File: src/rtl/rtc_xbar_pkg.sv
package rtc_xbar_pkg;

	// bus widths
	parameter int ADDR_W = 32;
	parameter int DATA_W = 32;

	// axi response codes
	parameter logic [1:0] RESP_OKAY   = 2'b00;
	parameter logic [1:0] RESP_SLVERR = 2'b10;
	parameter logic [1:0] RESP_DECERR = 2'b11;

	// only incrementing bursts are served
	parameter logic [1:0] BURST_INCR = 2'b01;

	// system ram window
	parameter logic [ADDR_W-1:0] RAM_BASE = 32'h8000_0000;
	parameter int RAM_SIZE = 4096;

	// real-time counter, low word then high word
	parameter logic [ADDR_W-1:0] RTC_BASE = 32'hA000_0048;
	parameter int RTC_SIZE = 8;

	// arlen + 1 upper bound
	parameter int MAX_BURST_LEN = 16;

endpackage

File: src/rtl/axi_rd_if.sv
`timescale 1ns/1ps

interface axi_rd_if;

	// read address channel
	logic [rtc_xbar_pkg::ADDR_W-1:0] araddr;
	logic arvalid;
	logic arready;
	logic [7:0] arlen;
	logic [2:0] arsize;
	logic [1:0] arburst;

	// read data channel
	logic [rtc_xbar_pkg::DATA_W-1:0] rdata;
	logic [1:0] rresp;
	logic rvalid;
	logic rready;
	logic rlast;

	modport manager (
		output araddr, arvalid, arlen, arsize, arburst, rready,
		input arready, rdata, rresp, rvalid, rlast
	);

	modport subordinate (
		input araddr, arvalid, arlen, arsize, arburst, rready,
		output arready, rdata, rresp, rvalid, rlast
	);

endinterface

File: src/rtl/rtc_timer.sv
`timescale 1ns/1ps

module rtc_timer #(
	parameter int TICKS_PER_US = 25
) (
	input logic clk,
	input logic rst,
	axi_rd_if.subordinate rd
);

	localparam int PRE_W = (TICKS_PER_US > 1) ? $clog2(TICKS_PER_US) : 1;
	localparam logic [PRE_W-1:0] PRE_LAST = PRE_W'(TICKS_PER_US - 1);

	logic [PRE_W-1:0] prescale;
	logic [63:0] usec;
	logic [31:0] hi_snap;

	// microsecond tick
	always_ff @(posedge clk) begin
		if (rst) begin
			prescale <= '0;
			usec <= '0;
		end else if (prescale == PRE_LAST) begin
			prescale <= '0;
			usec <= usec + 64'd1;
		end else begin
			prescale <= prescale + 1'b1;
		end
	end

	// one transfer at a time
	assign rd.arready = !rd.rvalid;
	assign rd.rresp = rtc_xbar_pkg::RESP_OKAY;
	assign rd.rlast = 1'b1;

	always_ff @(posedge clk) begin
		if (rst) begin
			rd.rvalid <= 1'b0;
		end else if (rd.arvalid && rd.arready) begin
			rd.rvalid <= 1'b1;
		end else if (rd.rready) begin
			rd.rvalid <= 1'b0;
		end
	end

	// low word read freezes the high word for the next read
	always_ff @(posedge clk) begin
		if (rd.arvalid && rd.arready) begin
			if (!rd.araddr[2]) begin
				rd.rdata <= usec[31:0];
				hi_snap <= usec[63:32];
			end else begin
				rd.rdata <= hi_snap;
			end
		end
	end

endmodule

File: src/flat_wrapper.sv
// flat-port wrapper written by rule: the top's interface ports become plain ports
module rtc_timer_flat 
#(
	parameter int TICKS_PER_US = 25
)
  (clk, rst, rd_araddr, rd_arvalid, rd_arlen, rd_arsize, rd_arburst, rd_rready, rd_arready, rd_rdata, rd_rresp, rd_rvalid, rd_rlast);
  axi_rd_if rd_i ();
  input logic clk;
  input logic rst;
  input wire logic [$bits(rd_i.araddr)-1:0] rd_araddr;
  input wire logic [$bits(rd_i.arvalid)-1:0] rd_arvalid;
  input wire logic [$bits(rd_i.arlen)-1:0] rd_arlen;
  input wire logic [$bits(rd_i.arsize)-1:0] rd_arsize;
  input wire logic [$bits(rd_i.arburst)-1:0] rd_arburst;
  input wire logic [$bits(rd_i.rready)-1:0] rd_rready;
  output wire logic [$bits(rd_i.arready)-1:0] rd_arready;
  output wire logic [$bits(rd_i.rdata)-1:0] rd_rdata;
  output wire logic [$bits(rd_i.rresp)-1:0] rd_rresp;
  output wire logic [$bits(rd_i.rvalid)-1:0] rd_rvalid;
  output wire logic [$bits(rd_i.rlast)-1:0] rd_rlast;
  assign rd_i.araddr = rd_araddr;
  assign rd_i.arvalid = rd_arvalid;
  assign rd_i.arlen = rd_arlen;
  assign rd_i.arsize = rd_arsize;
  assign rd_i.arburst = rd_arburst;
  assign rd_i.rready = rd_rready;
  assign rd_arready = rd_i.arready;
  assign rd_rdata = rd_i.rdata;
  assign rd_rresp = rd_i.rresp;
  assign rd_rvalid = rd_i.rvalid;
  assign rd_rlast = rd_i.rlast;
  rtc_timer #(.TICKS_PER_US(TICKS_PER_US)) u_core (.clk(clk), .rst(rst), .rd(rd_i));
endmodule
File: config.mk
export PLATFORM = sky130hd
export DESIGN_NAME = rtc_timer_flat
export DESIGN_NICKNAME = d
export VERILOG_FILES = /design/src/rtl/rtc_xbar_pkg.sv /design/src/rtl/axi_rd_if.sv /design/src/rtl/rtc_timer.sv /design/src/flat_wrapper.sv
export SDC_FILE = /design/constraint.sdc
export NUM_CORES = 1
export LEC_CHECK = 0
export BUFFER_PORTS_ARGS = -buffer_cell sky130_fd_sc_hd__buf_2
export CORE_MARGIN = 10
export CORE_UTILIZATION = 55
export DETAILED_ROUTE_END_ITERATION = 6
export HOLD_SLACK_MARGIN = 0.12
export PLACE_DENSITY = 0.77
export SETUP_SLACK_MARGIN = 0.4
export SYNTH_ARGS = -nofsm -noshare
export SYNTH_HDL_FRONTEND = slang
export SYNTH_SLANG_ARGS = --single-unit
File: constraint.sdc
create_clock -name clk -period 7.87 [get_ports clk]
set_input_delay 0.3935 -clock clk [delete_from_list [all_inputs] [get_ports clk]]
set_output_delay 0.3935 -clock clk [all_outputs]
set_load 0.02 [all_outputs]
---- Yosys cells after proc, flatten, opt, wreduce, memory -nomap -nowiden ----
Index checks and enable logic that the tools add are counted.
operators by class
  add/sub/neg operators ................... 2
  eq/ne operators ......................... 1
  mux-type cells .......................... 3
  bitwise logic cells ..................... 1
  reduce and logical (&&, ||, !) cells .... 5
operators by type and width
  cell                                           number
  adder 64 x 1 -> 64 bit, second input constant  1
  two-way mux 32 bit                             1
  adder 5 x 1 -> 5 bit, second input constant    1
  equality test 5 bit, second input constant     1
  two-way mux 1 bit                              2
  AND reduction 2 bit                            1
  nonzero test 2 bit                             1
  OR reduction 2 bit                             1
  logical AND 1 bit                              1
  logical NOT 1 bit                              1
  inverter 1 bit                                 1
word-level totals
  register bits ........................... 134
  input port bits ......................... 49
  output and inout port bits .............. 37
  logic and storage cells ................. 17

---- Logic depth before layout (Yosys ltp) ----
Gate-level depths: netlist of run 1.
  depth after elaboration ................. 3
  mapped depth ............................ 10
  gate-level depth less buffers ........... 7

---- Worst setup path after synthesis of run 1 ----
No wires, ideal clock.
  path kind ............................... reg-to-reg
  from .................................... register u_core.rd.rvalid
  to ...................................... register u_core.hi_snap[0], enable pin
  setup time .............................. 0.424 ns
  arrival time ............................ 3.483 ns
  path slack .............................. 3.963 ns
  stages on the path, launching flop included .. 3
  clock period less this slack ............ 3.907 ns
  path through ............................ dfxtp_1 nor2b_1 nor2b_1
on the way
  word-level cells in the longest chain between the ends .. 3
ends and longest elaborated chain
  what                                  line             text
  start, declared                       axi_rd_if.sv:27  output arready, rdata, rresp, rvalid, rlast
  start signal, assigned                rtc_timer.sv:38  rd.rvalid <= 1'b0;
  start signal, assigned                rtc_timer.sv:40  rd.rvalid <= 1'b1;
  start signal, assigned                rtc_timer.sv:42  rd.rvalid <= 1'b0;
  logical NOT 1 bit                     rtc_timer.sv:32  assign rd.arready = !rd.rvalid;
  logical AND 1 bit                     rtc_timer.sv:48  if (rd.arvalid && rd.arready) begin
  AND reduction 2 bit (no source line)  --
  end signal, assigned                  rtc_timer.sv:51  hi_snap <= usec[63:32];
  end, declared                         rtc_timer.sv:16  logic [31:0] hi_snap;
Every way passes these cells.
A chain may end at the register's enable or synchronous reset.

---- Final worst setup path of run 1 ----
  from .................................... register u_core.prescale[0]
  to ...................................... register u_core.usec[37]
on the way
  word-level cells in the longest chain between the ends .. 1
ends and longest elaborated chain
  what                    line             text
  start, declared         rtc_timer.sv:14  logic [PRE_W-1:0] prescale;
  start signal, assigned  rtc_timer.sv:27  prescale <= prescale + 1'b1;
  equality test 5 bit     rtc_timer.sv:23  end else if (prescale == PRE_LAST) begin
  end signal, assigned    rtc_timer.sv:25  usec <= usec + 64'd1;
  end, declared           rtc_timer.sv:15  logic [63:0] usec;
Every way passes these cells.

==> results.toml, run 1 <==
[timing]
fin_crit_ns = 3.154
worst_pin_slew_ns = 1.188
hold-worst-slack_ns = 0.1565
fin_setup_tns_ns = 0
finalCritPeriodShare_pct = 40.07
final_hold_viol_count = 0
finClkSkew_ns = 0.008509
setup_viol = 0
final.setup.worst_slack_ns = 4.716
relSlewSlack_pct = 20.09
slew_violations = 0
rsz0062_at_grt = "no"
fmax_mhz = 317.1

[worst_setup_path]
crit_chain = "inv_1 > ha_1 > nand4b_4 > nor4_1 > nand3_1 > or3_1 > a21oi_1"
worstSetupPathType = "register to register"
crit_path_top_delay_cell = "nor4_1"
worstReg2RegEnd = "u_core.usec[37]$_SDFFE_PP0N_"
r2r_setup_slack_ns = 4.72
worstReg2RegStart = "u_core.prescale[0]$_SDFF_PP0_"
cp.required_ns = 8.31
crit_path_max_fanout = 13
critical-path-max-stage-delay_ns = 1.03
cp_top_family = "simple AND/OR/NAND/NOR gates"
cp_num_buf_inv = 1
setup.worst_path.start_class = "register"
cp.arrival_ns = 3.59
critPathCaptureType = "register"
reg2regPathDepth = 7

[logic_synthesis]
yosysSeqAreaShare_pct = 58.55
avgSynthCellArea_um2 = 11.19
ys_types = 43
ys_ff_latch = 134
netlist_area_um2 = 5675
syn_inst = 507
yosysWarnings = 0

[place]
place_area_um2 = 5984
io_buffers = 38
dp_hpwl_mm = 7.600
preCtsSetupSlack_ns = 4.825
place_congestion = 0.7868

[die]
row_count = 37
die_w_um = 121.6
coreArea_um2 = 10180
die_h_um = 121.6
dieArea_um2 = 14780
start_util_pct = 55.72
ios = 86

[clock_tree]
max-clock-path-buffers = 2
htree_num_levels = 4
cts_tree = "built"
post_cts_buffers = 0
cts_made_buffers = 17
ctsResizeCount = 0
clock_latency_ns = 0.52
cts_sinks = 134
hold_buffers = 1
clock-root-buffer = "clkbuf_8"
path_clk_slew_ns = 0.06

[route]
drtIter0Drc = 414
vias_per_cell = 5.920
ant_nets = 0
first_pass_iters = 5
vias = 4126
drc_errors = 0
wl_per_cell_um = 16.94
wirelength_mm = 11.81

[status]
status = "finished, final reports clean"

[run]
maxCapViolations = 0

[global_routing]
antenna_found_initial = 0
grt_pass1_wl_mm = 19.23
grt_overflow = 0
grt_usage_pct = 16.21
grt_max_degree = 69
grt_pass1_vias = 3911

[final_layout]
design_area_um2 = 6548
fillCellCount = 776
multi_input_area_um2 = 2233
syn_to_final_growth_pct = 15.37
num-nets-final = 600
seq_area_um2 = 3323
insertedDiodeCount = 0
layout_commonest_cell = "dfxtp_1"
final_core_util_pct = 64.29
drive_gt1_share_pct = 20.32
mostFrequentLayoutCells = "70 x dfxtp_1, 64 x edfxtp_1, 43 x nor2_1, 38 x buf_2, 32 x a21oi_1"

[worst_hold_path]
hold_class = "primary input to register"
min_to = "u_core.rd.rvalid$_SDFFE_PP0P_"
whs_path_depth = 3
holdCritStartpoint = "rd_arvalid"

[power]
p_per_area_nw_per_um2 = 235.8
p_leak_nw = 2.253
irDropWorstVdd_v = 0.0001257
worst max path at each step:
stage / startpoint / endpoint / slack [ns] / cells after the start
global route: u_core.prescale[0]$_SDFF_PP0_ / u_core.usec[37]$_SDFFE_PP0N_ / 4.63 / 7
detailed placement: u_core.prescale[0]$_SDFF_PP0_ / u_core.usec[37]$_SDFFE_PP0N_ / 4.82 / 7
floorplan: u_core.rd.rvalid$_SDFFE_PP0P_ / u_core.hi_snap[0]$_DFFE_PP_ / 3.96 / 2
global placement: u_core.prescale[0]$_SDFF_PP0_ / u_core.usec[37]$_SDFFE_PP0N_ / 4.93 / 7
finish: u_core.prescale[0]$_SDFF_PP0_ / u_core.usec[37]$_SDFFE_PP0N_ / 4.72 / 7
CTS: u_core.prescale[0]$_SDFF_PP0_ / u_core.usec[37]$_SDFFE_PP0N_ / 4.77 / 7
synthesized netlist by cell type, drive strengths merged:
cell type  count  area, µm²
nand2         29      108.9
or4           14      105.1
inv            8      30.03
and4b          1      10.01
o41ai          1      8.760
clkbuf        14      52.55
nand4         30      187.7
xor2          27      236.5
a211oi         1      7.510
o21ai         16      80.08
ha             3      37.54
or2            1      6.260
and3          11      68.82
conb           2      7.510
a21o           2      15.01
nor2b          5      31.28
and4           3      26.28
edfxtp        64       1922
nor3           7      40.04
o31ai         14      105.1
xnor2          6      52.55
nand4b         2      32.53
mux2          31      349.1
dfxtp         70       1401
buf            9      56.30
or4b           1      10.01
or3           15      98.84
nor4           9      68.81
nand2b         1      6.260
and2           1      6.260
nand3b         2      15.01
a21oi         32      160.2
a21bo          1      10.01
nand3         31      160.1
nor2          43      161.4
power breakdown:
group / leakage (nW) / switching (W) / total, W / internal, W
logic: 0.804 / 0.0000412 / 0.0000601 / 0.0000189
clock network: 0.262 / 0.000286 / 0.000731 / 0.000444
registers: 1.19 / 0.00000506 / 0.000753 / 0.000748
through the flow:
stage | cells | total power (W)
after floorplan | 508 | 0.0008104
final | 697 | 0.001544
after global placement | 664 | 0.0008278
after global routing | 697 | 0.001586
after CTS | 697 | 0.001554
after detailed placement | 664 | 0.0008288
routing by layer:
layer	vias to the layer above	track usage, %	routed length, µm	share of wire, %
met3	19	4.949	720	6.1
met2	144	27.06	5951	50
met5	-	0	0	0
met4	0	6.408	224	1.9
met1	1989	19.21	4912	42
li1	1974	-	-	-
sequential cells by signal, indices dropped and copies added (netlist names):
name              flops
u_core.usec          64
u_core.hi_snap       32
u_core.rd.rdata      32
u_core.prescale       5
u_core.rd.rvalid      1
final cells by class:
cell class                      instances  share of cell area, %
Clock inverter                         15                  2.121
Multi-Input combinational cell        343                  34.11
Timing Repair Buffer                   44                  3.631
Sequential cell                       134                  50.75
Tap cell                              136                  2.599
Clock buffer                           17                  6.325
Inverter                                8                 0.4586
worst register-to-register path, delay by kind of cell (launching register included):
family          cells  cell delay (ns)
compound gates      1             0.15
simple gates        4             2.32
buf+inv             1             0.06
flops               1             0.33
fa+ha+maj           1             0.21
logic make-up after synthesis:
group | synth area share (%)
simple gates | 20.15
flops | 58.55
compound gates | 6.812
xor+xnor | 5.093
mux | 6.151
buf+inv | 2.447
fa+ha+maj | 0.6614
other cells | 0.1323
Power figures use the tool's default switching activity.
==> inputs of run 2 (changes only) <==
--- a/config.mk
+++ b/config.mk
@@ -7,10 +7,10 @@
 export LEC_CHECK = 0
 export BUFFER_PORTS_ARGS = -buffer_cell sky130_fd_sc_hd__buf_2
 export CORE_MARGIN = 10
-export CORE_UTILIZATION = 55
+export CORE_UTILIZATION = 51
 export DETAILED_ROUTE_END_ITERATION = 6
 export HOLD_SLACK_MARGIN = 0.12
-export PLACE_DENSITY = 0.77
+export PLACE_DENSITY = 0.76
 export SETUP_SLACK_MARGIN = 0.4
 export SYNTH_ARGS = -nofsm -noshare
 export SYNTH_HDL_FRONTEND = slang
==> constraint.sdc (replaced) <==
create_clock -name clk -period 2.6 [get_ports clk]
set_input_delay 0.13 -clock clk [delete_from_list [all_inputs] [get_ports clk]]
set_output_delay 0.13 -clock clk [all_outputs]
set_load 0.02 [all_outputs]
==> results.toml, run 2 (same netlist as run 1, synthesis figures left out) <==
[worst_setup_path]
setup.worst_path.start_class = "register"
crit_chain = "nand3_4 > or4_4 > buf_4 > or3_4 > o31ai_1 > a21oi_1"
crit_path_max_fanout = 12
worstReg2RegStart = "u_core.usec[17]$_SDFFE_PP0N_"
worstSetupPathType = "register to register"
crit_start = "u_core.usec[17]$_SDFFE_PP0N_"
cp.required_ns = 3.01
cp_num_buf_inv = 1
cp.arrival_ns = 2.60
cp_top_family = "simple AND/OR/NAND/NOR gates"
critPathCaptureType = "register"
critical-path-max-stage-delay_ns = 0.58
crit_path_top_delay_cell = "or4_4"

[worst_hold_path]
hold_class = "primary input to register"
holdCritStartpoint = "rd_araddr[2]"

[status]
status = "finished, final reports clean"

[route]
wirelength_mm = 13.38
vias_per_cell = 5.906
drtIter0Drc = 467
vias = 4382
drc_errors = 0
wl_per_cell_um = 18.03
ant_nets = 0
first_pass_iters = 5

[global_routing]
grt_pass1_vias = 4303
grt_max_degree = 33
antenna_found_initial = 0
grt_usage_pct = 16.90
grt_pass1_wl_mm = 21.99
grt_overflow = 0

[clock_tree]
max-clock-path-buffers = 2
htree_num_levels = 4
cts_tree = "built"
cts_made_buffers = 17
path_clk_slew_ns = 0.06
clock-root-buffer = "clkbuf_8"
clock_latency_ns = 0.53
cts_sinks = 134

[die]
dieArea_um2 = 15750
die_w_um = 125.5
ios = 86
row_count = 38
die_h_um = 125.5
start_util_pct = 52.13
coreArea_um2 = 10890

[timing]
setup_viol = 0
rsz0062_at_grt = "yes"
fmax_mhz = 455.5
fin_setup_tns_ns = 0
fin_crit_ns = 2.196
relSlewSlack_pct = 31.31
finClkSkew_ns = 0.005441
worst_pin_slew_ns = 1.028
finalCritPeriodShare_pct = 84.44
final.setup.worst_slack_ns = 0.4045
final_hold_viol_count = 0
slew_violations = 0

[power]
p_total_w = 0.004940
p_per_area_nw_per_um2 = 695.0
irDropWorstVdd_v = 0.0004685
p_leak_nw = 2.549

[final_layout]
regMostFlops = "u_core.usec"
layout_commonest_cell = "edfxtp_1"
num-nets-final = 641
mostFrequentLayoutCells = "64 x edfxtp_1, 59 x dfxtp_1, 42 x nor2_1, 40 x buf_4, 38 x buf_2"
insertedDiodeCount = 0
drive_gt1_share_pct = 30.90
reg_top3 = "u_core.usec (64), u_core.hi_snap (32), u_core.rd.rdata (32)"
syn_to_final_growth_pct = 25.24
largest_reg_flops = 64

[place]
dp_hpwl_mm = 8.342
preCtsSetupSlack_ns = 0.1973
place_congestion = 0.8877
io_buffers = 38

[run]
maxCapViolations = 0
run 2: cell count changes in the layout (fill, tap and decap cells not counted), moves of 3 or more:
| cell | delta |
|---|---|
| dfxtp_1 | -11 |
| nand3_1 | -3 |
| dfxtp_2 | +8 |
| a21oi_2 | +4 |
| or3_4 | +3 |
| dfxtp_4 | +3 |
| nor4_1 | -3 |
| buf_4 | +35 |
| a21oi_1 | -4 |
run 2: worst paths after layout:
path	end	slack (ns)	cells after the start
min	u_core.rd.rdata[30]$_DFFE_PP_	0.14	2
min reg2reg	u_core.prescale[0]$_SDFF_PP0_	0.45	1
max reg2reg	u_core.usec[58]$_SDFFE_PP0N_	0.40	6
max	u_core.usec[58]$_SDFFE_PP0N_	0.40	6
run 2: area by class of cell:
class,count,area [µm²]
Inverter,8,30.03
Clock buffer,18,427.9
Timing Repair Buffer,83,543.0
Sequential cell,134,3344
Clock inverter,14,182.7
Fill cell,784,3780
Multi-Input combinational cell,345,2405
Tap cell,140,175.2
run 2: metal layers:
layer | up-vias | global-route usage (%) | part of all wire, %
met5 | - | 0 | 0
met2 | 142 | 26.98 | 50
li1 | 2056 | - | -
met3 | 29 | 4.394 | 5.3
met4 | 0 | 7.995 | 1.7
met1 | 2155 | 20.89 | 43
run 2: through the flow:
| stage | hold WS (ns) | std cells | cell area [µm²] | util [%] |
|---|---|---|---|---|
| after floorplan | 0.2290 | 508 | 5702 | - |
| after global placement | 0.3123 | 690 | 6166 | 56.63 |
| after detailed placement | 0.3329 | 690 | 6166 | 56.63 |
| after CTS | 0.1342 | 731 | 6904 | 63.41 |
| after global routing | 0.1839 | 742 | 7108 | 65.28 |
| final | 0.1424 | 742 | 7108 | 65.28 |
run 2: worst register-to-register path, cell delays in order (launching register included):
cell and delay, ns:
dfxtp_4 0.38, nand3_4 0.09, or4_4 0.58, buf_4 0.16
or3_4 0.46, o31ai_1 0.29, a21oi_1 0.11
run 2: repair_timing:
item,CTS,global route
setup endpoints to repair,17,25
cloned,2,0
pin swaps,10,13
gates resized for setup,16,29
hold buffers,3,0
hold endpoints to repair,15,0
setup buffers,4,11
run 2: power breakdown:
group | total (W) | switching (W) | internal (W) | leakage [nW]
registers | 0.00228 | 0.0000172 | 0.00226 | 1.19
clock network | 0.00246 | 0.000892 | 0.00157 | 0.292
logic | 0.000197 | 0.000132 | 0.0000657 | 1.06
total | 0.00494 | 0.00104 | 0.00390 | 2.55
