**config.mk**
```make
export PLATFORM = sky130hd
export DESIGN_NAME = axi_xbar_flat
export DESIGN_NICKNAME = d
export VERILOG_FILES = /design/src/rtl/rtc_xbar_pkg.sv /design/src/rtl/axi_rd_if.sv /design/src/rtl/axi_wr_if.sv /design/src/rtl/axi_xbar.sv /design/src/flat_wrapper.sv
export SDC_FILE = /design/constraint.sdc
export NUM_CORES = 1
export LEC_CHECK = 0
export ABC_AREA = 1
export BUFFER_PORTS_ARGS = -buffer_cell sky130_fd_sc_hd__clkbuf_2
export CORE_AREA = 2 2 158 160
export CTS_CLUSTER_SIZE = 25
export DETAILED_ROUTE_END_ITERATION = 7
export DIE_AREA = 0 0 160 162
export PLACE_DENSITY = 0.51
export SETUP_SLACK_MARGIN = 0.4
export SLEW_MARGIN = 20
export SYNTH_ARGS = -nofsm -noshare
export SYNTH_HDL_FRONTEND = slang
export SYNTH_SLANG_ARGS = --single-unit
```
**constraint.sdc**
```tcl
create_clock -name clk -period 2.1 [get_ports clk]
set_input_delay 0.21 -clock clk [delete_from_list [all_inputs] [get_ports clk]]
set_output_delay 0.21 -clock clk [all_outputs]
set_load 0.1 [all_outputs]
```
**src/rtl/rtc_xbar_pkg.sv**
```systemverilog
package rtc_xbar_pkg;

	// bus widths
	parameter int ADDR_W = 32;
	parameter int DATA_W = 32;

	// axi response codes
	parameter logic [1:0] RESP_OKAY   = 2'b00;
	parameter logic [1:0] RESP_SLVERR = 2'b10;
	parameter logic [1:0] RESP_DECERR = 2'b11;

	// only incrementing bursts are served
	parameter logic [1:0] BURST_INCR = 2'b01;

	// system ram window
	parameter logic [ADDR_W-1:0] RAM_BASE = 32'h8000_0000;
	parameter int RAM_SIZE = 4096;

	// real-time counter, low word then high word
	parameter logic [ADDR_W-1:0] RTC_BASE = 32'hA000_0048;
	parameter int RTC_SIZE = 8;

	// arlen + 1 upper bound
	parameter int MAX_BURST_LEN = 16;

endpackage

```
**src/rtl/axi_rd_if.sv**
```systemverilog
`timescale 1ns/1ps

interface axi_rd_if;

	// read address channel
	logic [rtc_xbar_pkg::ADDR_W-1:0] araddr;
	logic arvalid;
	logic arready;
	logic [7:0] arlen;
	logic [2:0] arsize;
	logic [1:0] arburst;

	// read data channel
	logic [rtc_xbar_pkg::DATA_W-1:0] rdata;
	logic [1:0] rresp;
	logic rvalid;
	logic rready;
	logic rlast;

	modport manager (
		output araddr, arvalid, arlen, arsize, arburst, rready,
		input arready, rdata, rresp, rvalid, rlast
	);

	modport subordinate (
		input araddr, arvalid, arlen, arsize, arburst, rready,
		output arready, rdata, rresp, rvalid, rlast
	);

endinterface

```
**src/rtl/axi_wr_if.sv**
```systemverilog
`timescale 1ns/1ps

interface axi_wr_if;

	// single-beat write, no length field
	logic [rtc_xbar_pkg::ADDR_W-1:0] awaddr;
	logic awvalid;
	logic awready;
	logic [rtc_xbar_pkg::DATA_W-1:0] wdata;
	logic [rtc_xbar_pkg::DATA_W/8-1:0] wstrb;
	logic wvalid;
	logic wready;
	logic [1:0] bresp;
	logic bvalid;
	logic bready;

	modport manager (
		output awaddr, awvalid, wdata, wstrb, wvalid, bready,
		input awready, wready, bresp, bvalid
	);

	modport subordinate (
		input awaddr, awvalid, wdata, wstrb, wvalid, bready,
		output awready, wready, bresp, bvalid
	);

endinterface

```
**src/rtl/axi_xbar.sv**
```systemverilog
`timescale 1ns/1ps

module axi_xbar #(
	parameter int RAM_WORDS = 1024
) (
	input logic clk,
	input logic rst,
	input logic [rtc_xbar_pkg::ADDR_W-1:0] araddr,
	input logic arvalid,
	output logic arready,
	input logic [7:0] arlen,
	input logic [2:0] arsize,
	input logic [1:0] arburst,
	output logic [rtc_xbar_pkg::DATA_W-1:0] rdata,
	output logic [1:0] rresp,
	output logic rvalid,
	input logic rready,
	output logic rlast,
	input logic [rtc_xbar_pkg::ADDR_W-1:0] awaddr,
	input logic awvalid,
	output logic awready,
	input logic [rtc_xbar_pkg::DATA_W-1:0] wdata,
	input logic [rtc_xbar_pkg::DATA_W/8-1:0] wstrb,
	input logic wvalid,
	output logic wready,
	output logic [1:0] bresp,
	output logic bvalid,
	input logic bready,
	axi_rd_if.manager ram_rd,
	axi_rd_if.manager rtc_rd,
	axi_wr_if.manager ram_wr
);

	localparam int RAM_BYTES = RAM_WORDS * (rtc_xbar_pkg::DATA_W / 8);
	localparam logic [rtc_xbar_pkg::ADDR_W-1:0] RAM_END = rtc_xbar_pkg::RAM_BASE + RAM_BYTES;
	localparam logic [rtc_xbar_pkg::ADDR_W-1:0] RTC_END =
		rtc_xbar_pkg::RTC_BASE + rtc_xbar_pkg::RTC_SIZE;

	// on the write side RT_RTC means a rejected write
	typedef enum logic [1:0] {RT_IDLE, RT_RAM, RT_RTC, RT_ERR} route_t;

	route_t rd_route;
	route_t wr_route;
	logic rd_ar_done;
	logic [7:0] err_len;
	logic [7:0] err_cnt;
	logic wr_aw_done;
	logic wr_w_done;

	function automatic route_t decode(input logic [rtc_xbar_pkg::ADDR_W-1:0] addr);
		if (addr >= rtc_xbar_pkg::RAM_BASE && addr < RAM_END)
			return RT_RAM;
		if (addr >= rtc_xbar_pkg::RTC_BASE && addr < RTC_END)
			return RT_RTC;
		return RT_ERR;
	endfunction

	// read route held from address until the rlast beat is taken
	always_ff @(posedge clk) begin
		if (rst) begin
			rd_route <= RT_IDLE;
			rd_ar_done <= 1'b0;
			err_cnt <= '0;
		end else if (rd_route == RT_IDLE) begin
			if (arvalid)
				rd_route <= decode(araddr);
			rd_ar_done <= 1'b0;
			err_cnt <= '0;
		end else begin
			if (arvalid && arready)
				rd_ar_done <= 1'b1;
			if (rvalid && rready) begin
				if (rlast) begin
					rd_route <= RT_IDLE;
					rd_ar_done <= 1'b0;
				end else if (rd_route == RT_ERR) begin
					err_cnt <= err_cnt + 8'd1;
				end
			end
		end
	end

	// burst length of an unmapped read
	always_ff @(posedge clk) begin
		if (rd_route == RT_ERR && arvalid && arready)
			err_len <= arlen;
	end

	always_comb begin
		ram_rd.araddr = araddr;
		ram_rd.arlen = arlen;
		ram_rd.arsize = arsize;
		ram_rd.arburst = arburst;
		ram_rd.arvalid = 1'b0;
		ram_rd.rready = 1'b0;
		// counter link is always one beat
		rtc_rd.araddr = araddr;
		rtc_rd.arlen = '0;
		rtc_rd.arsize = arsize;
		rtc_rd.arburst = rtc_xbar_pkg::BURST_INCR;
		rtc_rd.arvalid = 1'b0;
		rtc_rd.rready = 1'b0;
		arready = 1'b0;
		rdata = '0;
		rresp = rtc_xbar_pkg::RESP_OKAY;
		rvalid = 1'b0;
		rlast = 1'b0;
		case (rd_route)
			RT_RAM: begin
				ram_rd.arvalid = arvalid && !rd_ar_done;
				arready = ram_rd.arready && !rd_ar_done;
				rdata = ram_rd.rdata;
				rresp = ram_rd.rresp;
				rvalid = ram_rd.rvalid;
				rlast = ram_rd.rlast;
				ram_rd.rready = rready;
			end
			RT_RTC: begin
				rtc_rd.arvalid = arvalid && !rd_ar_done;
				arready = rtc_rd.arready && !rd_ar_done;
				rdata = rtc_rd.rdata;
				rresp = rtc_rd.rresp;
				rvalid = rtc_rd.rvalid;
				rlast = rtc_rd.rlast;
				rtc_rd.rready = rready;
			end
			RT_ERR: begin
				arready = !rd_ar_done;
				rvalid = rd_ar_done;
				rresp = rtc_xbar_pkg::RESP_DECERR;
				rlast = err_cnt == err_len;
			end
			default: begin
			end
		endcase
	end

	// write route, aw and w each taken once
	always_ff @(posedge clk) begin
		if (rst) begin
			wr_route <= RT_IDLE;
			wr_aw_done <= 1'b0;
			wr_w_done <= 1'b0;
		end else if (wr_route == RT_IDLE) begin
			if (awvalid)
				wr_route <= decode(awaddr);
			wr_aw_done <= 1'b0;
			wr_w_done <= 1'b0;
		end else begin
			if (awvalid && awready)
				wr_aw_done <= 1'b1;
			if (wvalid && wready)
				wr_w_done <= 1'b1;
			if (bvalid && bready) begin
				wr_route <= RT_IDLE;
				wr_aw_done <= 1'b0;
				wr_w_done <= 1'b0;
			end
		end
	end

	always_comb begin
		ram_wr.awaddr = awaddr;
		ram_wr.wdata = wdata;
		ram_wr.wstrb = wstrb;
		ram_wr.awvalid = 1'b0;
		ram_wr.wvalid = 1'b0;
		ram_wr.bready = 1'b0;
		awready = 1'b0;
		wready = 1'b0;
		bresp = rtc_xbar_pkg::RESP_OKAY;
		bvalid = 1'b0;
		case (wr_route)
			RT_RAM: begin
				ram_wr.awvalid = awvalid && !wr_aw_done;
				awready = ram_wr.awready && !wr_aw_done;
				ram_wr.wvalid = wvalid && !wr_w_done;
				wready = ram_wr.wready && !wr_w_done;
				bresp = ram_wr.bresp;
				bvalid = ram_wr.bvalid;
				ram_wr.bready = bready;
			end
			RT_RTC, RT_ERR: begin
				awready = !wr_aw_done;
				wready = !wr_w_done;
				// answer the cycle after both channels are absorbed
				bvalid = wr_aw_done && wr_w_done;
				bresp = (wr_route == RT_RTC) ? rtc_xbar_pkg::RESP_SLVERR
					: rtc_xbar_pkg::RESP_DECERR;
			end
			default: begin
			end
		endcase
	end

	// a ram burst keeps its route until its last beat is taken
	a_rd_route_stable: assert property (@(posedge clk) disable iff (rst)
		(ram_rd.rvalid && !(ram_rd.rready && ram_rd.rlast)) |=> rd_route == RT_RAM)
		else $error("read route changed inside an open burst");

	a_rvalid_selected: assert property (@(posedge clk) disable iff (rst)
		(ram_rd.rvalid |-> rd_route == RT_RAM) and (rtc_rd.rvalid |-> rd_route == RT_RTC))
		else $error("read data from a target that is not routed");

endmodule

```
**src/flat_wrapper.sv**
```systemverilog
// flat-port wrapper written by rule: the top's interface ports become plain ports
module axi_xbar_flat 
#(
	parameter int RAM_WORDS = 1024
)
  (clk, rst, araddr, arvalid, arready, arlen, arsize, arburst, rdata, rresp, rvalid, rready, rlast, awaddr, awvalid, awready, wdata, wstrb, wvalid, wready, bresp, bvalid, bready, ram_rd_araddr, ram_rd_arvalid, ram_rd_arlen, ram_rd_arsize, ram_rd_arburst, ram_rd_rready, ram_rd_arready, ram_rd_rdata, ram_rd_rresp, ram_rd_rvalid, ram_rd_rlast, rtc_rd_araddr, rtc_rd_arvalid, rtc_rd_arlen, rtc_rd_arsize, rtc_rd_arburst, rtc_rd_rready, rtc_rd_arready, rtc_rd_rdata, rtc_rd_rresp, rtc_rd_rvalid, rtc_rd_rlast, ram_wr_awaddr, ram_wr_awvalid, ram_wr_wdata, ram_wr_wstrb, ram_wr_wvalid, ram_wr_bready, ram_wr_awready, ram_wr_wready, ram_wr_bresp, ram_wr_bvalid);
  axi_rd_if ram_rd_i ();
  axi_rd_if rtc_rd_i ();
  axi_wr_if ram_wr_i ();
  input logic clk;
  input logic rst;
  input logic [rtc_xbar_pkg::ADDR_W-1:0] araddr;
  input logic arvalid;
  output logic arready;
  input logic [7:0] arlen;
  input logic [2:0] arsize;
  input logic [1:0] arburst;
  output logic [rtc_xbar_pkg::DATA_W-1:0] rdata;
  output logic [1:0] rresp;
  output logic rvalid;
  input logic rready;
  output logic rlast;
  input logic [rtc_xbar_pkg::ADDR_W-1:0] awaddr;
  input logic awvalid;
  output logic awready;
  input logic [rtc_xbar_pkg::DATA_W-1:0] wdata;
  input logic [rtc_xbar_pkg::DATA_W/8-1:0] wstrb;
  input logic wvalid;
  output logic wready;
  output logic [1:0] bresp;
  output logic bvalid;
  input logic bready;
  output wire logic [$bits(ram_rd_i.araddr)-1:0] ram_rd_araddr;
  output wire logic [$bits(ram_rd_i.arvalid)-1:0] ram_rd_arvalid;
  output wire logic [$bits(ram_rd_i.arlen)-1:0] ram_rd_arlen;
  output wire logic [$bits(ram_rd_i.arsize)-1:0] ram_rd_arsize;
  output wire logic [$bits(ram_rd_i.arburst)-1:0] ram_rd_arburst;
  output wire logic [$bits(ram_rd_i.rready)-1:0] ram_rd_rready;
  input wire logic [$bits(ram_rd_i.arready)-1:0] ram_rd_arready;
  input wire logic [$bits(ram_rd_i.rdata)-1:0] ram_rd_rdata;
  input wire logic [$bits(ram_rd_i.rresp)-1:0] ram_rd_rresp;
  input wire logic [$bits(ram_rd_i.rvalid)-1:0] ram_rd_rvalid;
  input wire logic [$bits(ram_rd_i.rlast)-1:0] ram_rd_rlast;
  output wire logic [$bits(rtc_rd_i.araddr)-1:0] rtc_rd_araddr;
  output wire logic [$bits(rtc_rd_i.arvalid)-1:0] rtc_rd_arvalid;
  output wire logic [$bits(rtc_rd_i.arlen)-1:0] rtc_rd_arlen;
  output wire logic [$bits(rtc_rd_i.arsize)-1:0] rtc_rd_arsize;
  output wire logic [$bits(rtc_rd_i.arburst)-1:0] rtc_rd_arburst;
  output wire logic [$bits(rtc_rd_i.rready)-1:0] rtc_rd_rready;
  input wire logic [$bits(rtc_rd_i.arready)-1:0] rtc_rd_arready;
  input wire logic [$bits(rtc_rd_i.rdata)-1:0] rtc_rd_rdata;
  input wire logic [$bits(rtc_rd_i.rresp)-1:0] rtc_rd_rresp;
  input wire logic [$bits(rtc_rd_i.rvalid)-1:0] rtc_rd_rvalid;
  input wire logic [$bits(rtc_rd_i.rlast)-1:0] rtc_rd_rlast;
  output wire logic [$bits(ram_wr_i.awaddr)-1:0] ram_wr_awaddr;
  output wire logic [$bits(ram_wr_i.awvalid)-1:0] ram_wr_awvalid;
  output wire logic [$bits(ram_wr_i.wdata)-1:0] ram_wr_wdata;
  output wire logic [$bits(ram_wr_i.wstrb)-1:0] ram_wr_wstrb;
  output wire logic [$bits(ram_wr_i.wvalid)-1:0] ram_wr_wvalid;
  output wire logic [$bits(ram_wr_i.bready)-1:0] ram_wr_bready;
  input wire logic [$bits(ram_wr_i.awready)-1:0] ram_wr_awready;
  input wire logic [$bits(ram_wr_i.wready)-1:0] ram_wr_wready;
  input wire logic [$bits(ram_wr_i.bresp)-1:0] ram_wr_bresp;
  input wire logic [$bits(ram_wr_i.bvalid)-1:0] ram_wr_bvalid;
  assign ram_rd_araddr = ram_rd_i.araddr;
  assign ram_rd_arvalid = ram_rd_i.arvalid;
  assign ram_rd_arlen = ram_rd_i.arlen;
  assign ram_rd_arsize = ram_rd_i.arsize;
  assign ram_rd_arburst = ram_rd_i.arburst;
  assign ram_rd_rready = ram_rd_i.rready;
  assign ram_rd_i.arready = ram_rd_arready;
  assign ram_rd_i.rdata = ram_rd_rdata;
  assign ram_rd_i.rresp = ram_rd_rresp;
  assign ram_rd_i.rvalid = ram_rd_rvalid;
  assign ram_rd_i.rlast = ram_rd_rlast;
  assign rtc_rd_araddr = rtc_rd_i.araddr;
  assign rtc_rd_arvalid = rtc_rd_i.arvalid;
  assign rtc_rd_arlen = rtc_rd_i.arlen;
  assign rtc_rd_arsize = rtc_rd_i.arsize;
  assign rtc_rd_arburst = rtc_rd_i.arburst;
  assign rtc_rd_rready = rtc_rd_i.rready;
  assign rtc_rd_i.arready = rtc_rd_arready;
  assign rtc_rd_i.rdata = rtc_rd_rdata;
  assign rtc_rd_i.rresp = rtc_rd_rresp;
  assign rtc_rd_i.rvalid = rtc_rd_rvalid;
  assign rtc_rd_i.rlast = rtc_rd_rlast;
  assign ram_wr_awaddr = ram_wr_i.awaddr;
  assign ram_wr_awvalid = ram_wr_i.awvalid;
  assign ram_wr_wdata = ram_wr_i.wdata;
  assign ram_wr_wstrb = ram_wr_i.wstrb;
  assign ram_wr_wvalid = ram_wr_i.wvalid;
  assign ram_wr_bready = ram_wr_i.bready;
  assign ram_wr_i.awready = ram_wr_awready;
  assign ram_wr_i.wready = ram_wr_wready;
  assign ram_wr_i.bresp = ram_wr_bresp;
  assign ram_wr_i.bvalid = ram_wr_bvalid;
  axi_xbar #(.RAM_WORDS(RAM_WORDS)) u_core (.clk(clk), .rst(rst), .araddr(araddr), .arvalid(arvalid), .arready(arready), .arlen(arlen), .arsize(arsize), .arburst(arburst), .rdata(rdata), .rresp(rresp), .rvalid(rvalid), .rready(rready), .rlast(rlast), .awaddr(awaddr), .awvalid(awvalid), .awready(awready), .wdata(wdata), .wstrb(wstrb), .wvalid(wvalid), .wready(wready), .bresp(bresp), .bvalid(bvalid), .bready(bready), .ram_rd(ram_rd_i), .rtc_rd(rtc_rd_i), .ram_wr(ram_wr_i));
endmodule
```
### Word-level counts from Yosys, hierarchy flattened

Cells that the tools add are included.

| storage, ports and cells | value |
|---|---|
| output and inout port bits | 207 |
| bits in latches | 0 |
| bits in registers | 23 |
| bits in writable memories | 0 |
| bits of input ports | 199 |
| logic and storage cells | 112 |
| memories kept | 0 |
| ROM bits | 0 |

| cells by class | value |
|---|---|
| multipliers | 0 |
| magnitude comparators | 8 |
| divide/modulo/power cells | 0 |
| reductions and logical operators | 33 |
| eq/ne operators | 9 |
| shift operators | 0 |
| muxes and demuxes | 53 |
| bitwise gates (word level) | 1 |
| add/sub/neg operators | 1 |

Operators with widths:

| kind | number |
|---|---|
| 32-bit >= comparator, second input constant | 4 |
| 32-bit less-than comparator, second input constant | 4 |
| 32-bit case mux with 2 select lines | 1 |
| 2-bit two-way mux | 15 |
| 1-bit two-way mux | 29 |
| 1-bit logical AND | 19 |
| 1-bit case mux with 3 select lines | 3 |
| 8-bit by 1-bit adder with 8-bit output, second input constant | 1 |
| 2-bit == test, second input constant | 4 |
| 8-bit == test | 1 |
| 1-bit case mux with 2 select lines | 3 |
| 2-bit case mux with 3 select lines | 1 |
| 3-bit AND reduction | 2 |
| 2-bit nonzero test | 3 |
| 2-bit by 1-bit == test with 1-bit output, second input constant | 2 |
| 2-bit zero test | 2 |
| 2-bit inequality test, second input constant | 2 |
| 2-bit case mux with 2 select lines | 1 |
| 2-bit OR reduction | 2 |
| 1-bit zero test | 3 |
| 3-bit OR reduction | 1 |
| 2-bit AND reduction | 1 |
| 1-bit inverter | 1 |

### Logic depth before layout (Yosys ltp)

| depth | value |
|---|---|
| depth in word-level cells | 14 |
| mapped depth | 12 |
| gate-level depth less buffers | 12 |

### Worst setup path after synthesis

No wires, ideal clock.

| path | value |
|---|---|
| path type | flip-flop to flip-flop |
| start | register u_core.rd_route[0] |
| end | register u_core.err_len[0], enable pin |
| buffers on the path | 1 |
| arrival | 2,784 ps |
| cell stages (with the launch flop) | 11 |
| data required time | 1,775 ps |
| clock period less this slack | 3,110 ps |
| slack | -1,010 ps |
| library setup time | 325 ps |
| path through | dfxtp_1 -> inv_1 -> ha_1 -> buf_2 -> inv_1 -> nor2_1 -> o21ai_1 -> nand2_1 -> nor2_1 -> nand3_1 -> inv_1 |

| on the way | value |
|---|---|
| word-level cells in the longest chain between the ends | 3 |
| elaborated cells on any way between the ends | 6 |

RTL lines:

| element | RTL line | RTL |
|---|---|---|
| from (decl) | axi_xbar.sv:42 | `route_t rd_route;` |
| from (signal assigned) | axi_xbar.sv:66 | `rd_route <= decode(araddr);` |
| 2-bit == test or 2-bit by 1-bit == test with 1-bit output (tied branches) | axi_xbar.sv:108 | `case (rd_route)` |
| 1-bit case mux with 3 select lines * | axi_xbar.sv:108 |  |
| via arready | flat_wrapper.sv:14 | `output logic arready;` |
| 1-bit logical AND * | axi_xbar.sv:85 | `if (rd_route == RT_ERR && arvalid && arready)` |
| to (signal assigned) | axi_xbar.sv:86 | `err_len <= arlen;` |
| to (decl) | axi_xbar.sv:45 | `logic [7:0] err_len;` |

The timed path passes the listed nets; every way through them passes the cells marked *.
A chain may end at the register's enable or synchronous reset.

### Final worst setup path

| path | value |
|---|---|
| start | register u_core.rd_route[0] |
| end | output port arready |

| on the way | value |
|---|---|
| word-level cells in the longest chain between the ends | 2 |
| elaborated cells on any way between the ends | 4 |

RTL lines:

| element | RTL line |
|---|---|
| 2-bit == test or 2-bit by 1-bit == test with 1-bit output (tied branches) | axi_xbar.sv:108 |
| 1-bit case mux with 3 select lines * | axi_xbar.sv:108 |
| to (decl) | flat_wrapper.sv:14 |

Mark *: on every way between the ends. The rest lies on a longest branch, timed or not.

==> metrics.md <==
| Metric | Value |
|---|---|
| Final layout net count | 901 |
| Met1 usage | 12.0% |
| First-pass GRT wire length | 21600 µm |
| Worst hold path class | in2reg |
| Yosys cell types | 30 |
| Max Fclk | 0.525 GHz |
| Share of layout cells above drive strength 1 | 70.7% |
| Antenna violations before repair | 2 |
| Final setup violating endpoints | 0 |
| Crit. End Element | output port |
| Most frequent cells in the layout | clkbuf_2 (250), buf_12 (49), nand2_1 (48) |
| Placer Congestion | 0.811 |
| Tmin final | 1910 ps |
| Crit path max fanout | 7 |
| Slew Viols, Final | 0 |
| WL/cell | 14.8 µm |
| Final Skew | 1.55 ps |
| Final setup TNS | 0 ps |
| Area after DPL | 5050 µm² |
| Clock sink count | 23 |
| Leakage | 3.02 nW |
| CTS tree | done |
| Vias | 3767 |
| Post-Syn Area per Cell | 6.33 µm² |
| Crit-path slowest cell | dfxtp_4 |
| H-tree levels | 1 |
| CP max stage delay | 370 ps |
| Global route total overflow | 0 |
| DR vias/cell | 3.69 |
| Synth Register Bits | 23 |
| Synth Warn # | 0 |
| VDD IR max | 0.419 mV |
| Met3 Use GR | 3.32% |
| Worst skew pair latency | 260 ps |
| Rows | 57 |
| I/O pin count | 406 |
| Post-Route Utilization | 26.4% |
| Final non-filler cell area | 6370 µm² |
| Final hold vios | 0 |
| Status | completed |
| Critical Path Source | u_core.rd_route[0] |
| CTS clk-pin slew, worst paths | 60 ps |
| Core outline area | 24100 µm² |
| Total CTS buffers | 3 |
| CP startpoint kind | flip-flop |
| Least-Margin Pin Slew | 571 ps |
| Largest net degree at the start of global routing | 14 |
| Drt drc | 0 |
| HPWL after DPL | 10800 µm |
| Clock buffer depth | 2 |
| DRT Pass-1 Iters | 4 |
| Filler Cells Inserted | 2584 |
| DR iter-0 viols | 82 |
| Multi-input gate area | 2230 µm² |
| Mapped Area | 3240 µm² |
| Most frequent CP cell | inv_4 |
| Reg2reg start | u_core.rd_route[0] |
| CP bufs+invs | 4 |
| Vias in the first global route | 3679 |
| FF/Latch Area | 548 µm² |
| GRT Max-Usage Layer | met2 |
| Setup repair after global routing missed its margin | yes |
| Worst-path cell chain | inv_4, ha_4, buf_6, inv_4, nor2_2, o21ai_1, nand2_1, nor2_4, buf_12 |
| Initial Utilization | 13.4% |
| Die Wd | 160 µm |
| Crit share post-route | 90.7% |
| Area Overhead vs Synth | 96.8% |
| M2 GR Usage | 19.8% |
| Synth Instances | 511 |
| PwrDens | 660 nW/µm² |
| Port bufs | 295 |
| Hold Crit Start | arlen[0] |
| Die area | 25900 µm² |
| Max Cap Viol | 0 |
| ANT nets after route | 0 |
| Worst EP arrival | 1700 ps |
| CP Class | reg2out |
| Drt total wl | 15100 µm |
| Slew margin rel. | 62.1% |
| Sequential area share after synthesis | 16.7% |
| Fin cells | 1021 |
| Clock root cell | clkbuf_16 |
| Inst Count DP | 972 |
| Crit path max-delay family | buffers and inverters |
| Die Ht | 162 µm |
| Total GRT Usage | 10.9% |
| Commonest non-fill, non-tap cell in the layout | clkbuf_2 |
| Hold_buf cts | 0 |
| CP required | 1890 ps |
-- cell usage after synthesis (all sizes together) --
library cell	number	area (µm²)
a21oi	50	250
dfxtp	15	300
edfxtp	8	240
nor2	42	158
conb	2	7.51
nand3	24	120
nor3	3	26.3
o21a	1	7.51
nand2	121	469
nor3b	1	7.51
o211ai	1	12.5
xor2	7	61.3
o21ai	4	20.0
a221o	2	20.0
a22o	1	8.76
nand3b	1	7.51
nor4	7	43.8
or2	1	6.26
inv	43	161
buf	166	1220
clkbuf	4	15.0
nand4	2	12.5
ha	5	62.6
-- flip-flops by register name, indices dropped and copies added (netlist names) --
signal / count
u_core.err_cnt: 8
u_core.rd_route: 2
u_core.wr_aw_done: 1
u_core.wr_route: 2
u_core.wr_w_done: 1
u_core.rd_ar_done: 1
u_core.err_len: 8
-- metrics by stage --
| step | power, W | hold slack [ps] | setup slack (ps) |
|---|---|---|---|
| after floorplan | 0.00316 | 272 | 31.7 |
| after global placement | 0.00314 | 404 | 268 |
| after detailed placement | 0.00315 | 406 | 241 |
| after CTS | 0.00412 | 138 | 228 |
| after global routing | 0.00436 | 139 | 115 |
| final | 0.00420 | 141 | 194 |
-- what timing repair did --
item / 4_1_cts / 5_1_grt
setup buffers: 25 / 5
gates cloned: 13 / 1
pin swaps: 43 / 37
gates resized for setup: 103 / 74
setup endpoints to repair: 60 / 62
-- path summary, 6_finish.rpt --
| kind | to | slack (ps) | cells after the start |
|---|---|---|---|
| max reg2reg | u_core.err_len[2] | 250 | 11 |
| min reg2reg | u_core.err_cnt[7] | 500 | 2 |
| min | u_core.err_len[0] | 140 | 1 |
| max | arready | 190 | 9 |
-- kinds of logic (layout without fill, tap and decap cells) --
kind of cell / after synthesis / in the layout / share of synthesized area (%)
buffers and inverters: 213 / 390 / 43.1
AND/OR/NAND/NOR: 202 / 202 / 26.3
AO/OA/AOI/OAI: 59 / 59 / 9.86
flip-flops: 23 / 23 / 16.7
XOR/XNOR: 7 / 7 / 1.89
adder cells (fa/ha/maj): 5 / 5 / 1.93
other: 2 / 11 / 0.232
-- layout make-up --
class / count / share of cell area, %
diodes: 1 / 0.0393
clock buffers: 3 / 1.18
clock inverters: 1 / 0.0786
inverters: 43 / 3.02
multi-input cells: 283 / 35.0
flip-flops and latches: 23 / 8.60
well taps: 324 / 6.36
repair buffers: 343 / 45.7
-- report_power, final --
part / leakage (nW) / switching [W] / internal [W]
clock network: 0.0409 / 0.000168 / 0.000256
registers: 0.195 / 0.0000279 / 0.000476
logic: 2.78 / 0.00227 / 0.00100
total: 3.02 / 0.00247 / 0.00174
-- routing by layer --
layer / vias to the layer above / part of all wire, %
met5: - / 0.11
met1: 1693 / 37
met3: 22 / 9.2
met4: 2 / 3.2
met2: 223 / 50
li1: 1827 / -
-- worst register-to-register path: stages, from the launching register on --
cell,delay (ps)
dfxtp_4,370
inv_4,50
ha_4,210
buf_6,140
inv_4,50
nor2_2,30
o21ai_1,140
nand2_1,110
nor2_4,150
buf_4,130
nand3_2,90
clkinv_4,100
Note: power is estimated with default switching activity, not from simulation.
